$ cat src/logic/core_bus_config.svh
`ifndef CORE_BUS_CONFIG_SVH
`define CORE_BUS_CONFIG_SVH

// bus widths
`define CB_ADDR_W 32
`define CB_DATA_W 32

// instruction cache index bits, 16 one-word lines
`define CB_INDEX_W 4

// core-local timer region
`define CB_CLINT_BASE 32'h0200_0000
`define CB_CLINT_SIZE 32'h0001_0000

// mtime halves, as offsets from the region base
`define CB_MTIME_LO 32'h0000_BFF8
`define CB_MTIME_HI 32'h0000_BFFC

`endif

$ cat src/logic/core_bus_pkg.sv
`include "core_bus_config.svh"

package core_bus_pkg;

	// byte address on the read bus
	typedef logic [`CB_ADDR_W-1:0] addr_t;

	// one bus data word
	typedef logic [`CB_DATA_W-1:0] data_t;

	// read response code, zero means OKAY
	typedef logic [1:0] resp_t;

	// what every read returns
	typedef struct packed {
		data_t data;
		resp_t resp;
	} rsp_t;

	// owner of the external read channel
	typedef enum logic [1:0] {
		IDLE,
		FETCH_WAIT,
		LOAD_WAIT
	} arb_state_t;

endpackage

$ cat src/logic/icache.sv
`include "core_bus_config.svh"

module icache (
	input  logic                 clock,
	input  logic                 reset,
	input  logic                 fetch_valid,
	input  core_bus_pkg::addr_t  fetch_addr,
	output logic                 fetch_ready,
	output logic                 fetch_rvalid,
	output core_bus_pkg::rsp_t   fetch_rsp,
	input  logic                 fence_i,
	output logic                 refill_valid,
	output core_bus_pkg::addr_t  refill_addr,
	input  logic                 refill_ready,
	input  logic                 refill_rvalid,
	input  core_bus_pkg::rsp_t   refill_rsp
);
	import core_bus_pkg::*;

	localparam int OFFS_W = $clog2(`CB_DATA_W / 8);
	localparam int INDEX_W = `CB_INDEX_W;
	localparam int LINES = 1 << INDEX_W;
	localparam int TAG_W = `CB_ADDR_W - INDEX_W - OFFS_W;

	typedef logic [INDEX_W-1:0] index_t;
	typedef logic [TAG_W-1:0] tag_t;

	typedef enum logic [1:0] {
		IC_IDLE,
		IC_HIT,
		IC_REFILL_REQ,
		IC_REFILL_WAIT
	} ic_state_t;

	ic_state_t state;
	logic [LINES-1:0] line_valid;
	tag_t tag_mem [LINES];
	data_t data_mem [LINES];

	addr_t req_addr;
	data_t hit_data;
	logic fence_pending;

	index_t fetch_index;
	tag_t fetch_tag;
	index_t req_index;
	tag_t req_tag;
	logic fetch_fire;
	logic lookup_hit;
	logic fill;

	assign fetch_index = fetch_addr[OFFS_W +: INDEX_W];
	assign fetch_tag = fetch_addr[`CB_ADDR_W-1 -: TAG_W];
	assign req_index = req_addr[OFFS_W +: INDEX_W];
	assign req_tag = req_addr[`CB_ADDR_W-1 -: TAG_W];

	assign fetch_ready = (state == IC_IDLE);
	assign fetch_fire = fetch_valid && fetch_ready;
	assign lookup_hit = line_valid[fetch_index] && (tag_mem[fetch_index] == fetch_tag);

	// only a clean refill with no fence.i seen since the request may fill the line
	assign fill = (state == IC_REFILL_WAIT) && refill_rvalid
		&& (refill_rsp.resp == '0) && !fence_pending;

	always_ff @(posedge clock) begin
		if (reset) begin
			state <= IC_IDLE;
		end else begin
			case (state)
				IC_IDLE: begin
					if (fetch_fire) begin
						state <= lookup_hit ? IC_HIT : IC_REFILL_REQ;
					end
				end
				IC_HIT: state <= IC_IDLE;
				IC_REFILL_REQ: begin
					if (refill_ready) begin
						state <= IC_REFILL_WAIT;
					end
				end
				IC_REFILL_WAIT: begin
					if (refill_rvalid) begin
						state <= IC_IDLE;
					end
				end
				default: state <= IC_IDLE;
			endcase
		end
	end

	// remembers a fence.i that lands while a refill is in flight
	always_ff @(posedge clock) begin
		if (reset || fetch_fire) begin
			fence_pending <= 1'b0;
		end else if (fence_i && (state != IC_IDLE)) begin
			fence_pending <= 1'b1;
		end
	end

	always_ff @(posedge clock) begin
		if (reset || fence_i) begin
			line_valid <= '0;
		end else if (fill) begin
			line_valid[req_index] <= 1'b1;
		end
	end

	always_ff @(posedge clock) begin
		if (fill) begin
			tag_mem[req_index] <= req_tag;
			data_mem[req_index] <= refill_rsp.data;
		end
	end

	always_ff @(posedge clock) begin
		if (fetch_fire) begin
			req_addr <= fetch_addr;
			hit_data <= data_mem[fetch_index];
		end
	end

	assign refill_valid = (state == IC_REFILL_REQ);
	assign refill_addr = req_addr;

	// a miss passes the refill response straight through, error or not
	assign fetch_rvalid = (state == IC_HIT) || ((state == IC_REFILL_WAIT) && refill_rvalid);

	always_comb begin
		if (state == IC_HIT) begin
			fetch_rsp.data = hit_data;
			fetch_rsp.resp = '0;
		end else begin
			fetch_rsp = refill_rsp;
		end
	end

	// a refill response only arrives for the refill in flight
	assert property (@(posedge clock) disable iff (reset)
		refill_rvalid |-> (state == IC_REFILL_WAIT));

endmodule

$ cat src/logic/clint_router.sv
`include "core_bus_config.svh"

module clint_router (
	input  logic                 clock,
	input  logic                 reset,
	input  logic                 load_valid,
	input  core_bus_pkg::addr_t  load_addr,
	output logic                 load_ready,
	output logic                 load_rvalid,
	output core_bus_pkg::rsp_t   load_rsp,
	output logic                 fwd_valid,
	output core_bus_pkg::addr_t  fwd_addr,
	input  logic                 fwd_ready,
	input  logic                 fwd_rvalid,
	input  core_bus_pkg::rsp_t   fwd_rsp
);
	import core_bus_pkg::*;

	localparam addr_t CLINT_BASE = `CB_CLINT_BASE;
	localparam addr_t CLINT_SIZE = `CB_CLINT_SIZE;
	localparam addr_t MTIME_LO = `CB_MTIME_LO;
	localparam addr_t MTIME_HI = `CB_MTIME_HI;

	typedef enum logic [1:0] {
		CL_IDLE,
		CL_LOCAL,
		CL_FWD_REQ,
		CL_FWD_WAIT
	} cl_state_t;

	cl_state_t state;
	logic [2*`CB_DATA_W-1:0] mtime;
	addr_t req_addr;
	data_t local_data;
	data_t timer_data;
	addr_t load_offset;
	logic load_fire;

	function automatic logic in_clint(addr_t a);
		return (a >= CLINT_BASE) && ((a - CLINT_BASE) < CLINT_SIZE);
	endfunction

	assign load_ready = (state == CL_IDLE);
	assign load_fire = load_valid && load_ready;
	assign load_offset = load_addr - CLINT_BASE;

	always_ff @(posedge clock) begin
		if (reset) begin
			mtime <= '0;
		end else begin
			mtime <= mtime + 1;
		end
	end

	// other offsets in the region read as zero
	always_comb begin
		timer_data = '0;
		if (load_offset == MTIME_LO) begin
			timer_data = mtime[`CB_DATA_W-1:0];
		end else if (load_offset == MTIME_HI) begin
			timer_data = mtime[2*`CB_DATA_W-1:`CB_DATA_W];
		end
	end

	always_ff @(posedge clock) begin
		if (reset) begin
			state <= CL_IDLE;
		end else begin
			case (state)
				CL_IDLE: begin
					if (load_fire) begin
						state <= in_clint(load_addr) ? CL_LOCAL : CL_FWD_REQ;
					end
				end
				CL_LOCAL: state <= CL_IDLE;
				CL_FWD_REQ: begin
					if (fwd_ready) begin
						state <= CL_FWD_WAIT;
					end
				end
				CL_FWD_WAIT: begin
					if (fwd_rvalid) begin
						state <= CL_IDLE;
					end
				end
				default: state <= CL_IDLE;
			endcase
		end
	end

	always_ff @(posedge clock) begin
		if (load_fire) begin
			req_addr <= load_addr;
			local_data <= timer_data;
		end
	end

	assign fwd_valid = (state == CL_FWD_REQ);
	assign fwd_addr = req_addr;

	assign load_rvalid = (state == CL_LOCAL) || ((state == CL_FWD_WAIT) && fwd_rvalid);

	always_comb begin
		if (state == CL_LOCAL) begin
			load_rsp.data = local_data;
			load_rsp.resp = '0;
		end else begin
			load_rsp = fwd_rsp;
		end
	end

	assert property (@(posedge clock) disable iff (reset) fwd_valid |-> !in_clint(fwd_addr));

endmodule

$ cat src/logic/read_arbiter.sv
module read_arbiter (
	input  logic                 clock,
	input  logic                 reset,
	input  logic                 refill_valid,
	input  core_bus_pkg::addr_t  refill_addr,
	output logic                 refill_ready,
	output logic                 refill_rvalid,
	output core_bus_pkg::rsp_t   refill_rsp,
	input  logic                 fwd_valid,
	input  core_bus_pkg::addr_t  fwd_addr,
	output logic                 fwd_ready,
	output logic                 fwd_rvalid,
	output core_bus_pkg::rsp_t   fwd_rsp,
	output logic                 mem_arvalid,
	output core_bus_pkg::addr_t  mem_araddr,
	input  logic                 mem_arready,
	input  logic                 mem_rvalid,
	input  core_bus_pkg::rsp_t   mem_rsp,
	output logic                 mem_rready
);
	import core_bus_pkg::*;

	arb_state_t state;
	logic ar_pending;
	addr_t ar_addr;
	logic grant_load;
	logic grant_fetch;

	// loads win a tie, fetch waits
	assign fwd_ready = (state == IDLE);
	assign refill_ready = (state == IDLE) && !fwd_valid;
	assign grant_load = fwd_valid && fwd_ready;
	assign grant_fetch = refill_valid && refill_ready;

	always_ff @(posedge clock) begin
		if (reset) begin
			state <= IDLE;
		end else begin
			case (state)
				IDLE: begin
					if (grant_load) begin
						state <= LOAD_WAIT;
					end else if (grant_fetch) begin
						state <= FETCH_WAIT;
					end
				end
				FETCH_WAIT, LOAD_WAIT: begin
					if (mem_rvalid) begin
						state <= IDLE;
					end
				end
				default: state <= IDLE;
			endcase
		end
	end

	// address phase is issued the cycle after the grant
	always_ff @(posedge clock) begin
		if (reset) begin
			ar_pending <= 1'b0;
		end else if (grant_load || grant_fetch) begin
			ar_pending <= 1'b1;
		end else if (mem_arready) begin
			ar_pending <= 1'b0;
		end
	end

	always_ff @(posedge clock) begin
		if (grant_load) begin
			ar_addr <= fwd_addr;
		end else if (grant_fetch) begin
			ar_addr <= refill_addr;
		end
	end

	assign mem_arvalid = ar_pending;
	assign mem_araddr = ar_addr;
	assign mem_rready = (state != IDLE);

	// single outstanding read, so the state names the owner of the response
	assign refill_rvalid = (state == FETCH_WAIT) && mem_rvalid;
	assign fwd_rvalid = (state == LOAD_WAIT) && mem_rvalid;
	assign refill_rsp = mem_rsp;
	assign fwd_rsp = mem_rsp;

	// read data only after the address phase of the outstanding read
	assert property (@(posedge clock) disable iff (reset)
		mem_rvalid |-> (state != IDLE) && !ar_pending);

	assert property (@(posedge clock) disable iff (reset)
		mem_arvalid && !mem_arready |=> mem_arvalid && $stable(mem_araddr));

endmodule

$ cat src/logic/mem_read_top.sv
module mem_read_top (
	input  logic                 clock,
	input  logic                 reset,
	input  logic                 fetch_valid,
	input  core_bus_pkg::addr_t  fetch_addr,
	output logic                 fetch_ready,
	output logic                 fetch_rvalid,
	output core_bus_pkg::rsp_t   fetch_rsp,
	input  logic                 load_valid,
	input  core_bus_pkg::addr_t  load_addr,
	output logic                 load_ready,
	output logic                 load_rvalid,
	output core_bus_pkg::rsp_t   load_rsp,
	input  logic                 fence_i,
	output logic                 mem_arvalid,
	output core_bus_pkg::addr_t  mem_araddr,
	input  logic                 mem_arready,
	input  logic                 mem_rvalid,
	input  core_bus_pkg::rsp_t   mem_rsp,
	output logic                 mem_rready
);
	import core_bus_pkg::*;

	// fetch miss path
	logic refill_valid;
	addr_t refill_addr;
	logic refill_ready;
	logic refill_rvalid;
	rsp_t refill_rsp;

	// load path for everything outside the timer region
	logic fwd_valid;
	addr_t fwd_addr;
	logic fwd_ready;
	logic fwd_rvalid;
	rsp_t fwd_rsp;

	icache icache0 (
		.clock(clock),
		.reset(reset),
		.fetch_valid(fetch_valid),
		.fetch_addr(fetch_addr),
		.fetch_ready(fetch_ready),
		.fetch_rvalid(fetch_rvalid),
		.fetch_rsp(fetch_rsp),
		.fence_i(fence_i),
		.refill_valid(refill_valid),
		.refill_addr(refill_addr),
		.refill_ready(refill_ready),
		.refill_rvalid(refill_rvalid),
		.refill_rsp(refill_rsp)
	);

	clint_router clint0 (
		.clock(clock),
		.reset(reset),
		.load_valid(load_valid),
		.load_addr(load_addr),
		.load_ready(load_ready),
		.load_rvalid(load_rvalid),
		.load_rsp(load_rsp),
		.fwd_valid(fwd_valid),
		.fwd_addr(fwd_addr),
		.fwd_ready(fwd_ready),
		.fwd_rvalid(fwd_rvalid),
		.fwd_rsp(fwd_rsp)
	);

	read_arbiter arb0 (
		.clock(clock),
		.reset(reset),
		.refill_valid(refill_valid),
		.refill_addr(refill_addr),
		.refill_ready(refill_ready),
		.refill_rvalid(refill_rvalid),
		.refill_rsp(refill_rsp),
		.fwd_valid(fwd_valid),
		.fwd_addr(fwd_addr),
		.fwd_ready(fwd_ready),
		.fwd_rvalid(fwd_rvalid),
		.fwd_rsp(fwd_rsp),
		.mem_arvalid(mem_arvalid),
		.mem_araddr(mem_araddr),
		.mem_arready(mem_arready),
		.mem_rvalid(mem_rvalid),
		.mem_rsp(mem_rsp),
		.mem_rready(mem_rready)
	);

endmodule

$ cat config.mk
export PLATFORM = sky130hd
export DESIGN_NAME = mem_read_top
export DESIGN_NICKNAME = d
export VERILOG_FILES = /design/src/logic/core_bus_pkg.sv /design/src/logic/icache.sv /design/src/logic/clint_router.sv /design/src/logic/read_arbiter.sv /design/src/logic/mem_read_top.sv
export VERILOG_INCLUDE_DIRS = /design/src /design/src/logic
export SDC_FILE = /design/constraint.sdc
export NUM_CORES = 1
export LEC_CHECK = 0
export ABC_AREA = 1
export BUFFER_PORTS_ARGS = -buffer_cell sky130_fd_sc_hd__buf_2
export CAP_MARGIN = 15
export CELL_PAD_IN_SITES_DETAIL_PLACEMENT = 1
export CELL_PAD_IN_SITES_GLOBAL_PLACEMENT = 1
export CORE_UTILIZATION = 30
export DETAILED_ROUTE_END_ITERATION = 8
export PLACE_DENSITY = 0.64
export SETUP_SLACK_MARGIN = 0.3
export SLEW_MARGIN = 20
export SYNTH_ARGS = -nofsm -noshare
export SYNTH_HDL_FRONTEND = slang
export SYNTH_HIERARCHICAL = 1
export SYNTH_SLANG_ARGS = --single-unit
$ cat constraint.sdc
create_clock -name clock -period 16 [get_ports clock]
set_input_delay 4 -clock clock [delete_from_list [all_inputs] [get_ports clock]]
set_output_delay 4 -clock clock [all_outputs]
set_load 0.05 [all_outputs]
==> summary.md, run 1 <==
| Metric | Value |
|---|---|
| Outcome | `finished, final reports clean` |
| Static Leak | `19.9 nW` |
| FF/Latch Area | `34400 um2` |
| Grt ovf | `0` |
| Multi-input logic area | `12400 um2` |
| Pin count of the biggest net entering global routing | `214` |
| Async set-reset flop share out of synthesis | `0` |
| Inst Count DP | `6577` |
| Setup TNS Final | `0 ps` |
| CTS tree | `built` |
| Post-detail-place hpwl | `89900 um` |
| Critical R2R Launch | `arb0/state[1]$_SDFFE_PP0P_` |
| Layout Cells excl Fill | `6824` |
| Top post-synthesis cells by count | `1123 x nand2_1, 1088 x edfxtp_1, 582 x nor2_1` |
| Hold Crit Endpoint | `icache0/line_valid[3]$_SDFFE_PP0P_` |
| NumNets Final | `4648` |
| Final Critical Period | `9180 ps` |
| Synth Flop Type | `edfxtp_1` |
| First-pass GRT wire length | `234000 um` |
| Synth Register Bits | `1176` |
| Share of cells above drive strength 1 | `0.114` |
| Die Width | `407 um` |
| Vias in the first global route | `34700` |
| Die Y-Extent | `407 um` |
| Setup bufs post-CTS | `0` |
| Design Area, Final | `56500 um2` |
| Slew Limit Fails | `0` |
| Worst-Margin Slew | `1100 ps` |
| Drt total wl | `161000 um` |
| Mapped Area | `49200 um2` |
| Sequential fraction of the synthesis area | `0.700` |
| Post-synth EDFFs | `1088` |
| Max VDD drop | `0.000113 V` |
| Placer Congestion | `0.801` |
| Yosys top cell by area | `edfxtp_1` |
| Fin. Hold Viols | `0` |
| I/O Buffers | `210` |
| Final setup violation count | `0` |
| CP Launch Type | `primary input` |
| CTS buffer count | `134` |
| Clock Latency Late Sink | `780 ps` |
| Routed len/inst | `23.6 um` |
| Crit path kind | `primary input to output pin` |
| Gr usage total | `0.193` |
| Worst-path clk slew | `60 ps` |
| Fmax | `109 MHz` |
| Area growth syn-to-layout | `14.7%` |
| Htree depth | `4` |
| Worst-case reg-to-reg path depth | `11` |
| Worst Hold Depth | `2` |
| Clk root buf | `clkbuf_16` |
| Longest Clk Path Bufs | `3` |
| Post-Synthesis Cells | `4431` |
| Reg-to-reg setup timing slack | `12250 ps` |
| Initial antenna violation count | `9` |
| Synth Area per Inst | `11.1 um2` |
| RSZ-0062 raised after global routing | `no` |
| DRT Pass-1 Iters | `5` |
| DRT iter0 DRCs | `2654` |
| Synthesized Nets | `4541` |
| Routed via count | `33900` |
| Pwr per Cell Area | `142 nW/um2` |
| Starting Density | `0.302` |
| CP Data Required Time | `12000 ps` |
| Post-CTS Hold Buffers | `0` |
| Library cells used by synthesis | `40` |
| # DRC | `0` |
| Post-CTS resize count | `0` |
| Reg-to-reg endpoint | `icache0/data_mem[3][29]$_DFFE_PP_` |
| Synth top area share | `0.664` |
| Core area | `163000 um2` |
| Post-route ant nets | `0` |
| Yosys warning count | `6` |
| Util after Layout | `0.347` |
| Tcrit/Tclk final | `0.574` |
| Skew final | `27.6 ps` |
| Die area | `166000 um2` |
| Filler cell count in the final layout | `17900` |
| HP Start | `icache0/line_valid[3]$_SDFFE_PP0P_` |
| Worst Hold Class | `flip-flop to flip-flop` |
| Top cells by area, synth | `edfxtp_1 66%, nand2_1 8.6%, nor2_1 4.4%, dfxtp_1 3.6%, o21ai_0 3.4%` |
| Io pins | `211` |
| Clk sinks | `1176` |
| CP arrival | `5180 ps` |
| Routed vias/inst | `4.97` |
| CP max FO | `18` |
| Most frequent cell after synthesis | `nand2_1` |
| DP Area | `52000 um2` |
| Max_slew headroom | `0.267` |
| Crit. End Element | `output pin` |
| FP Rows | `148` |
| Number of max-cap violations | `0` |
==> logic make-up after synthesis <==
family | after synthesis | share of synthesized area
compound gates | 612 | 0.0739
xor+xnor | 8 | 0.00142
fa+ha+maj | 5 | 0.00127
buf+inv | 547 | 0.0514
flops | 1176 | 0.700
simple gates | 2083 | 0.172
==> area by class of cell <==
type / instances / area share
Antenna cell: 1 / 0.0000443
Multi-Input combinational cell: 2708 / 0.219
Tap cell: 2175 / 0.0482
Inverter: 252 / 0.0172
Clock buffer: 167 / 0.0625
Sequential cell: 1176 / 0.610
Clock inverter: 79 / 0.0159
Timing Repair Buffer: 266 / 0.0269
==> metal layers <==
metal  part of all wire  track usage  vias to the layer above
met1               0.46        0.265                    17400
met5           0.000081            0                        -
met3              0.047       0.0298                      227
li1                   -            -                    15500
met2               0.48        0.319                      793
met4              0.019       0.0464                        2
==> power breakdown <==
group / switching, W / total, W / internal (W) / leakage, nW
logic: 0.000984 / 0.00120 / 0.000220 / 7.21
clock network: 0.00133 / 0.00310 / 0.00177 / 2.15
registers: 0.000122 / 0.00373 / 0.00361 / 10.6
total: 0.00243 / 0.00803 / 0.00560 / 19.9
==> placed cells by master (no fill, tap or decap), types with 6 or more instances in the layout <==
cell type / count
a21oi_1: 70
buf_2: 206
buf_4: 55
bufinv_16: 11
clkbuf_1: 30
clkbuf_16: 136
clkinv_1: 26
clkinv_2: 23
dfxtp_1: 88
edfxtp_1: 1088
inv_1: 241
inv_16: 6
inv_2: 6
nand2_1: 1123
nand2_2: 19
nand3_1: 287
nand3b_1: 9
nand4_1: 19
nor2_1: 563
nor2_2: 11
nor2_4: 25
nor3_1: 7
o211ai_1: 57
o21ai_0: 331
o21ai_1: 21
o221ai_1: 102
o22ai_1: 26
or2_0: 10
xor2_1: 6
==> worst max-delay path by stage <==
stage,startpoint,endpoint,slack (ps),cells past startpoint
2_1_floorplan,load_valid,clint0/fwd_addr[0]$_DFFE_PP_,7060,2
3_3_place_gp,mem_rsp[27],load_rsp[27],6800,4
3_5_place_dp,mem_rsp[27],load_rsp[27],6800,4
4_1_cts,mem_rsp[27],load_rsp[27],6800,4
5_1_grt,mem_rsp[27],load_rsp[27],6780,4
6_report,mem_rsp[27],load_rsp[27],6820,4
==> worst max-delay path, stage by stage <==
cell,delay (ps)
buf_2,330
nand2_1,290
nand2_1,240
buf_2,300
==> flip-flops by register name, summed over array words and instances, names as in the netlist <==
register,flops
icache0/tag_mem,416
icache0/refill_addr,32
clint0/local_data,32
icache0/state,2
arb0/mem_arvalid,1
icache0/data_mem,512
clint0/mtime,64
icache0/hit_data,32
icache0/line_valid,16
arb0/mem_araddr,32
icache0/fence_pending,1
clint0/state,2
arb0/state,2
clint0/fwd_addr,32
==> metrics by stage <==
stage	total power (W)	hold WS (ps)	worst slack, ps
3_3_place_gp	0.00500	442	6800
3_5_place_dp	0.00501	451	6800
5_1_grt	0.00831	497	6780
6_report	0.00803	471	6820
2_1_floorplan	0.00455	433	7060
4_1_cts	0.00812	472	6800
(Power assumes the default switching activity.)
==> run 2: changes to the inputs <==
- clock period: 16 -> 9.3 ns (I/O delays scaled with it)
==> run 2 against run 1 <==
- cell count fell by 0.34%
- die area unchanged
- largest cell class unchanged
- clock-buffer cell count is 13 lower
- critical path depth unchanged
- critical path type unchanged
- global-route usage shrank 0.57 points
- power grew 64%
- flip-flop and latch count unchanged
- cell area is 1.1% lower
- critical endpoint is now fetch_rsp[32]
- routed wire length down 2.4%
- highest routed layer unchanged
==> summary.md, run 2 (synthesized netlist as in run 1, its figures left out) <==
| Metric | Value |
|---|---|
| Switching part of the total power | `0.304 (+0.000948)` |
| Routed len/inst | `23.1 um (-2.1%)` |
| Outcome | `finished, final reports clean` |
| First-pass GRT wire length | `230000 um (-1.8%)` |
| Highest metal used | `met5` |
| Gr usage total | `0.188 (-0.00566)` |
| Worst Hold Class | `flip-flop to flip-flop` |
| Pwr per Cell Area | `236 nW/um2 (+66%)` |
| Routed via count | `33700 (-0.60%)` |
| Die Width | `407 um (unchanged)` |
| Final setup violation count | `0 (unchanged)` |
| Htree depth | `3 (-1)` |
| Area growth syn-to-layout | `13.5%` |
| CTS tree | `built` |
| HP Start | `icache0/line_valid[8]$_SDFFE_PP0P_` |
| Setup bufs post-CTS | `0 (unchanged)` |
| CTS buffer count | `119 (-11%)` |
| Share of cells above drive strength 1 | `0.109 (-0.00537)` |
| Family with the most delay on the worst path | `buffers and inverters` |
| Crit-path slowest cell | `buf_2` |
| Critical Path Source | `mem_rsp[32]` |
| DRT iter0 DRCs | `2674 (+0.75%)` |
| Initial antenna violation count | `12 (+3)` |
| Longest Clk Path Bufs | `3 (unchanged)` |
| Final Critical Period | `5790 ps` |
| Max_slew headroom | `0.241 (-0.0255)` |
| FP Rows | `148 (unchanged)` |
| Fmax | `173 MHz` |
| # DRC | `0 (unchanged)` |
| NumNets Final | `4631 (-0.37%)` |
| Vias in the first global route | `34800 (+0.35%)` |
| Slew Limit Fails | `0 (unchanged)` |
| Worst-path clk slew | `60 ps (about the same)` |
| Critical R2R Launch | `arb0/state[1]$_SDFFE_PP0P_` |
| Total Power | `0.0132 W (+64%)` |
| Met1 wire length | `70100 um (-4.8%)` |
| CP peak stage delay | `340 ps (about the same)` |
| Regs by FF count | `icache0/data_mem (512), icache0/tag_mem (416), clint0/mtime (64)` |
| Io pins | `211 (unchanged)` |
| Clk root buf | `clkbuf_16` |
| Clk sinks | `1176 (unchanged)` |
| Largest Register | `icache0/data_mem` |
| Post-detail-place hpwl | `89700 um (-0.19%)` |
| Tcrit/Tclk final | `0.623` |
| Metal2 WL | `76200 um (-0.31%)` |
| Post-route ant nets | `0 (unchanged)` |
| Util after Layout | `0.343 (-0.00364)` |
| Max VDD drop | `0.000216 V (+91%)` |
| Die area | `166000 um2 (unchanged)` |
| Design Area, Final | `55900 um2 (-1.1%)` |
| CP Data Required Time | `6980 ps (-5020 ps)` |
| Stages on the worst setup path | `4 (unchanged)` |
| I/O Buffers | `210 (unchanged)` |
| Starting Density | `0.302 (unchanged)` |
| DP Area | `52100 um2 (about the same)` |
| Clk pwr share | `0.357 (-0.029)` |
| Placer Congestion | `0.809 (+1.0%)` |
| Post-CTS resize count | `0 (unchanged)` |
| Post-CTS Hold Buffers | `0 (unchanged)` |
| Pin count of the biggest net entering global routing | `223 (+4.2%)` |
| Largest register FFs | `512 (unchanged)` |
| Worst-Margin Slew | `1140 ps (+38.2 ps)` |
| CP Cell Sequence | `buf_2 > nand2_1 > nand2_1 > buf_2` |
| Internal power | `0.00918 W (+64%)` |
| Worst Hold Depth | `2 (unchanged)` |
| Grt ovf | `0 (unchanged)` |
| Fin. Hold Viols | `0 (unchanged)` |
| Skew final | `48.7 ps (+21.1 ps)` |
| CP Launch Type | `primary input` |
| Comb power frac | `0.157 (+0.007)` |
| Commonest non-fill, non-tap cell in the layout | `nand2_1` |
| Most frequent cells in the layout | `1123 x nand2_1, 1088 x edfxtp_1, 563 x nor2_1` |
| Met3 Routed Length | `7530 um (-0.78%)` |
| Seq pwr share | `0.486 (+0.022)` |
| Crit path buf inv count | `2 (unchanged)` |
| Clock Latency Late Sink | `770 ps (about the same)` |
| Hold WS | `470 ps (-1.50 ps)` |
| CP max FO | `18 (unchanged)` |
| Net Switching | `0.00401 W (+65%)` |
| Crit path kind | `primary input to output pin` |
| Core area | `163000 um2 (unchanged)` |
| Number of max-cap violations | `0 (unchanged)` |
| Crit. End Element | `output pin` |
| Worst-case reg-to-reg path depth | `11 (unchanged)` |
| Die Y-Extent | `407 um (unchanged)` |
| Routed vias/inst | `4.96 (-0.27%)` |
| Setup TNS Final | `0 ps (unchanged)` |
| DRT Pass-1 Iters | `5 (unchanged)` |
| CP arrival | `3470 ps (-1710 ps)` |
| Drt total wl | `157000 um (-2.4%)` |
| Static Leak | `19.6 nW (-1.5%)` |
| RSZ-0062 raised after global routing | `no` |
==> run 2: cell types whose count changed in the layout (fill, tap and decap cells not counted), sizes merged <==
cell	previous run	this run
buf	266	264
bufinv	11	7
clkbuf	167	154
clkinv	58	54
clkinvlp	2	1
diode	1	6
inv	260	256
==> run 2: stage by stage <==
step | setup WS, ps | std cells
floorplan | 2030 | 4431
global placement | 2990 | 6573
detailed placement | 3000 | 6575
CTS | 3480 | 6795
global route | 3330 | 6795
finish | 3510 | 6801
==> run 2: area by class of cell <==
cell class / count / area [um2]
fillers: 17900 / 107000
flip-flops and latches: 1176 / 34400
multi-input cells: 2708 / 12400
clock buffers: 154 / 3170
well taps: 2175 / 2720
repair buffers: 264 / 1540
inverters: 252 / 968
clock inverters: 66 / 628
diodes: 6 / 15.0
==> run 2: power groups by stage <==
stage               Sequential [W]  Clock, W  Combinational (W)
floorplan                  0.00672         0            0.00112
global placement           0.00651         0            0.00208
detailed placement         0.00652         0            0.00210
CTS                        0.00641   0.00481            0.00210
global route               0.00644   0.00498            0.00222
finish                     0.00641   0.00472            0.00207
==> run 2: path summary, 6_finish.rpt <==
kind                                                           end  slack, ps
worst min register to register  icache0/line_valid[8]$_SDFFE_PP0P_        470
worst max register to register   icache0/data_mem[6][12]$_DFFE_PP_       5650
worst max-delay path                                 fetch_rsp[32]       3510
worst min-delay path            icache0/line_valid[8]$_SDFFE_PP0P_        470
==> run 2: metal layers <==
layer  vias to the layer above  GRT usage
li1                      15400          -
met1                     17300      0.253
met4                         8     0.0485
met2                       785      0.316
met5                         -          0
met3                       191     0.0252
==> run 2: worst min-delay path: stages (launching register included) <==
cell and delay, ps:
dfxtp_1 320, nor2_1 50, nor2_1 70
==> run 3: changes to the inputs <==
- ABC_AREA: 1 -> 0
- PLACE_DENSITY: 0.64 -> 0.62
- clock period: 9.3 -> 4.9 ns (I/O delays scaled with it)
==> run 3 against run 2 <==
- clock-buffer cell count is 23 lower
- routed wire length is 21% lower
- combinational power is 12% lower
- clock skew is 4.3 ps lower
- area after synthesis is 4.5% lower
- core utilization is 0.63 points higher
- highest routed layer unchanged
- synthesized cell count is 47% lower
- largest cell class unchanged
- sequential share of layout area is 2.0 points higher
==> summary.md, run 3 <==
| Metric | Value |
|---|---|
| Drt total wl | `124000 um (-21%)` |
| Synth Area in XOR/XNOR | `0.0114 (+0.00995)` |
| Grt ovf | `0 (unchanged)` |
| Starting Density | `0.304 (+0.00127)` |
| Mapped Area | `47000 um2 (-4.5%)` |
| Commonest non-fill, non-tap cell in the layout | `edfxtp_1` |
| Crit path buf inv count | `2 (unchanged)` |
| Synthesized Nets | `2478 (-45%)` |
| Longest Clk Path Bufs | `3 (unchanged)` |
| DRT Pass-1 Iters | `5 (unchanged)` |
| Sequential fraction of the synthesis area | `0.733 (+0.0331)` |
| # DRC | `0 (unchanged)` |
| CP max FO | `34 (+16)` |
| Worst Hold Class | `flip-flop to flip-flop` |
| CP peak stage delay | `640 ps (+300 ps)` |
| Reg-to-reg endpoint | `icache0/tag_mem[1][22]$_DFFE_PP_` |
| NumNets Final | `2694 (-42%)` |
| Compound-Gate Fraction of Synth Area | `0.0172 (-0.0567)` |
| Largest family of logic cells by synthesized area | `multiplexers` |
| RSZ-0062 raised after global routing | `no` |
| Stages on the worst setup path | `4 (unchanged)` |
| Critical Path Source | `icache0/state[0]$_SDFFE_PP0P_` |
| Worst-path clk slew | `70 ps (about the same)` |
| Post-CTS Hold Buffers | `0 (unchanged)` |
| Die Y-Extent | `398 um (-2.3%)` |
| CTS buffer count | `111 (-6.7%)` |
| Library cells used by synthesis | `74 (+85%)` |
| Crit path kind | `flip-flop to output pin` |
| Clk pwr share | `0.393 (+0.036)` |
| Most frequent cell after synthesis | `edfxtp_1` |
| Pin count of the biggest net entering global routing | `72 (-68%)` |
| Clk sinks | `1176 (unchanged)` |
| Worst-Margin Slew | `1010 ps (-123 ps)` |
| Core area | `155000 um2 (-4.9%)` |
| Post-Synth Adder-Cell Area | `0.00133 (+0.0000602)` |
| Static Leak | `17.3 nW (-12%)` |
| Filler cell count in the final layout | `15300 (-14%)` |
| Crit. End Element | `output pin` |
| FP Rows | `144 (-2.7%)` |
| Family with the most delay on the worst path | `buffers and inverters` |
| Setup bufs post-CTS | `0 (unchanged)` |
| Final worst-path setup slack | `716 ps (-2790 ps)` |
| Largest register FFs | `512 (unchanged)` |
| Outcome | `finished, final reports clean` |
| Clock Latency Late Sink | `730 ps (-40 ps)` |
| Yosys top cell by area | `edfxtp_1` |
| Async set-reset flop share out of synthesis | `0 (unchanged)` |
| Gr usage total | `0.156 (-0.0314)` |
| Crit-path slowest cell | `dfxtp_1` |
| Final setup violation count | `0 (unchanged)` |
| Io pins | `211 (unchanged)` |
| Post-synth EDFFs | `1088 (unchanged)` |
| CP Cell Sequence | `nor2b_4 > buf_4 > mux2_2 > buf_2` |
| Max_slew headroom | `0.323 (+0.0821)` |
| Mux cell area share after synthesis | `0.171 (+0.171)` |
| Comb power frac | `0.084 (-0.073)` |
| Synth Register Bits | `1176 (unchanged)` |
| Clk root buf | `clkbuf_16` |
| Slew Limit Fails | `0 (unchanged)` |
| Total Power | `0.0217 W (+65%)` |
| Routed len/inst | `26.3 um (+14%)` |
| Area growth syn-to-layout | `15.1%` |
| Internal power | `0.0165 W (+80%)` |
| Fmax | `239 MHz` |
| Regs by FF count | `icache0/data_mem (512), icache0/tag_mem (416), clint0/mtime (64)` |
| Place WS | `608 ps (-2400 ps)` |
| Skew final | `44.4 ps (-4.32 ps)` |
| Routed vias/inst | `4.96 (about the same)` |
| I/O Buffers | `210 (unchanged)` |
| CTS tree | `built` |
| Post-Synthesis Cells | `2368 (-47%)` |
| Synth top area share | `0.695 (+0.0314)` |
| Top cells by area, synth | `edfxtp_1 70%, mux4_2 12%, dfxtp_1 3.7%, mux2i_1 2.1%, mux2_2 1.7%` |
| Placer Congestion | `0.722 (-11%)` |
| First-pass GRT wire length | `178000 um (-23%)` |
| Routed via count | `23400 (-31%)` |
| Post-detail-place hpwl | `71600 um (-20%)` |
| Vias in the first global route | `24600 (-29%)` |
| Post-route ant nets | `0 (unchanged)` |
| Post-CTS resize count | `0 (unchanged)` |
| Largest Register | `icache0/data_mem` |
| Switching part of the total power | `0.239 (-0.0646)` |
| Yosys warning count | `6 (unchanged)` |
| Max VDD drop | `0.000297 V (+37%)` |
| Pwr per Cell Area | `402 nW/um2 (+70%)` |
| Top post-synthesis cells by count | `1088 x edfxtp_1, 254 x mux4_2, 103 x nor2_1` |
| Most frequent cells in the layout | `1088 x edfxtp_1, 254 x mux4_2, 206 x buf_2` |
| Die area | `158000 um2 (-4.5%)` |
| Initial antenna violation count | `15 (+3)` |
| Reg-to-reg setup timing slack | `1780 ps (-3870 ps)` |
| Worst-case reg-to-reg path depth | `6 (-5)` |
| Synth Area per Inst | `19.8 um2 (+79%)` |
| Share of cells above drive strength 1 | `0.312 (+0.203)` |
| Worst setup path endpoint | `fetch_rsp[4]` |
| CP Launch Type | `flip-flop` |
| Post-Synth Simple-Gate Area | `0.0405 (-0.132)` |
| Die Width | `398 um (-2.3%)` |
| CP arrival | `2960 ps (-510 ps)` |
| Final Critical Period | `4180 ps` |
| Synth Flop Type | `edfxtp_1` |
| Critical R2R Launch | `icache0/state[0]$_SDFFE_PP0P_` |
| Tcrit/Tclk final | `0.854` |
| Seq pwr share | `0.523 (+0.037)` |
| Net Switching | `0.00520 W (+30%)` |
| DRT iter0 DRCs | `1942 (-27%)` |
| CP Data Required Time | `3670 ps (-3310 ps)` |
| Number of max-cap violations | `0 (unchanged)` |
| Htree depth | `3 (unchanged)` |
| Fin. Hold Viols | `0 (unchanged)` |
[run 3: changes by cell type in the layout (fill, tap and decap cells not counted), moves of 101 or more]
cell,delta
inv_1,-220
mux4_2,+254
nand2_1,-1081
nand3_1,-254
nor2_1,-473
o21ai_0,-304
o221ai_1,-101
[run 3: through the flow]
step	TNS [ps]	instance area, um2	std cells	hold slack (ps)	util
after detailed placement	0	50500	4514	453	0.326
after global placement	0	50500	4514	438	0.326
final	0	54100	4722	460	0.350
after floorplan	-52910	47100	2368	425	-
after global routing	0	54100	4719	477	0.349
after CTS	0	54100	4718	465	0.349
[run 3: cell families (layout without fill, tap and decap cells)]
group / count (synthesis) / count (layout)
other cells: 0 / 3
mux: 457 / 457
xor+xnor: 61 / 61
compound gates: 125 / 125
fa+ha+maj: 5 / 5
buf+inv: 197 / 504
flops: 1176 / 1176
simple gates: 347 / 347
[run 3: area by class of cell]
class | instances | area [um2] | area share
clock inverter | 73 | 728 | 0.0135
inverter | 23 | 91.3 | 0.00169
sequential | 1176 | 34400 | 0.637
tap | 2044 | 2560 | 0.0473
timing repair buffer | 277 | 1890 | 0.0350
multi-input combinational | 995 | 11500 | 0.213
clock buffer | 131 | 2860 | 0.0529
antenna | 3 | 7.51 | 0.000139
[run 3: worst min-delay path by stage]
stage                                        from                                  to  slack, ps  cells after the start
3_3_place_gp   icache0/fence_pending$_SDFFE_PP0P_  icache0/fence_pending$_SDFFE_PP0P_        440                      2
2_1_floorplan  icache0/fence_pending$_SDFFE_PP0P_  icache0/fence_pending$_SDFFE_PP0P_        430                      2
4_1_cts        icache0/fence_pending$_SDFFE_PP0P_  icache0/fence_pending$_SDFFE_PP0P_        460                      2
3_5_place_dp   icache0/line_valid[6]$_SDFFE_PP0P_  icache0/line_valid[6]$_SDFFE_PP0P_        450                      1
6_report       icache0/fence_pending$_SDFFE_PP0P_  icache0/fence_pending$_SDFFE_PP0P_        460                      2
5_1_grt        icache0/line_valid[1]$_SDFFE_PP0P_  icache0/line_valid[1]$_SDFFE_PP0P_        480                      1
[run 3: routing by layer]
metal	track usage	part of all wire
met1	0.210	0.43
met2	0.262	0.50
met3	0.0293	0.057
met4	0.0334	0.016
met5	0	0.00050
[run 3: worst min-delay path, cell delays in order (launching register included)]
cell     delay, ps
dfxtp_1        310
nand2_1         50
a21oi_1         50
[run 3: power groups by stage]
stage	registers, W	clock network [W]	logic (W)
final	0.0114	0.00855	0.00183
after CTS	0.0114	0.00876	0.00186
after floorplan	0.0117	0	0.00113
after global routing	0.0114	0.00907	0.00193
after detailed placement	0.0116	0	0.00185
after global placement	0.0116	0	0.00184
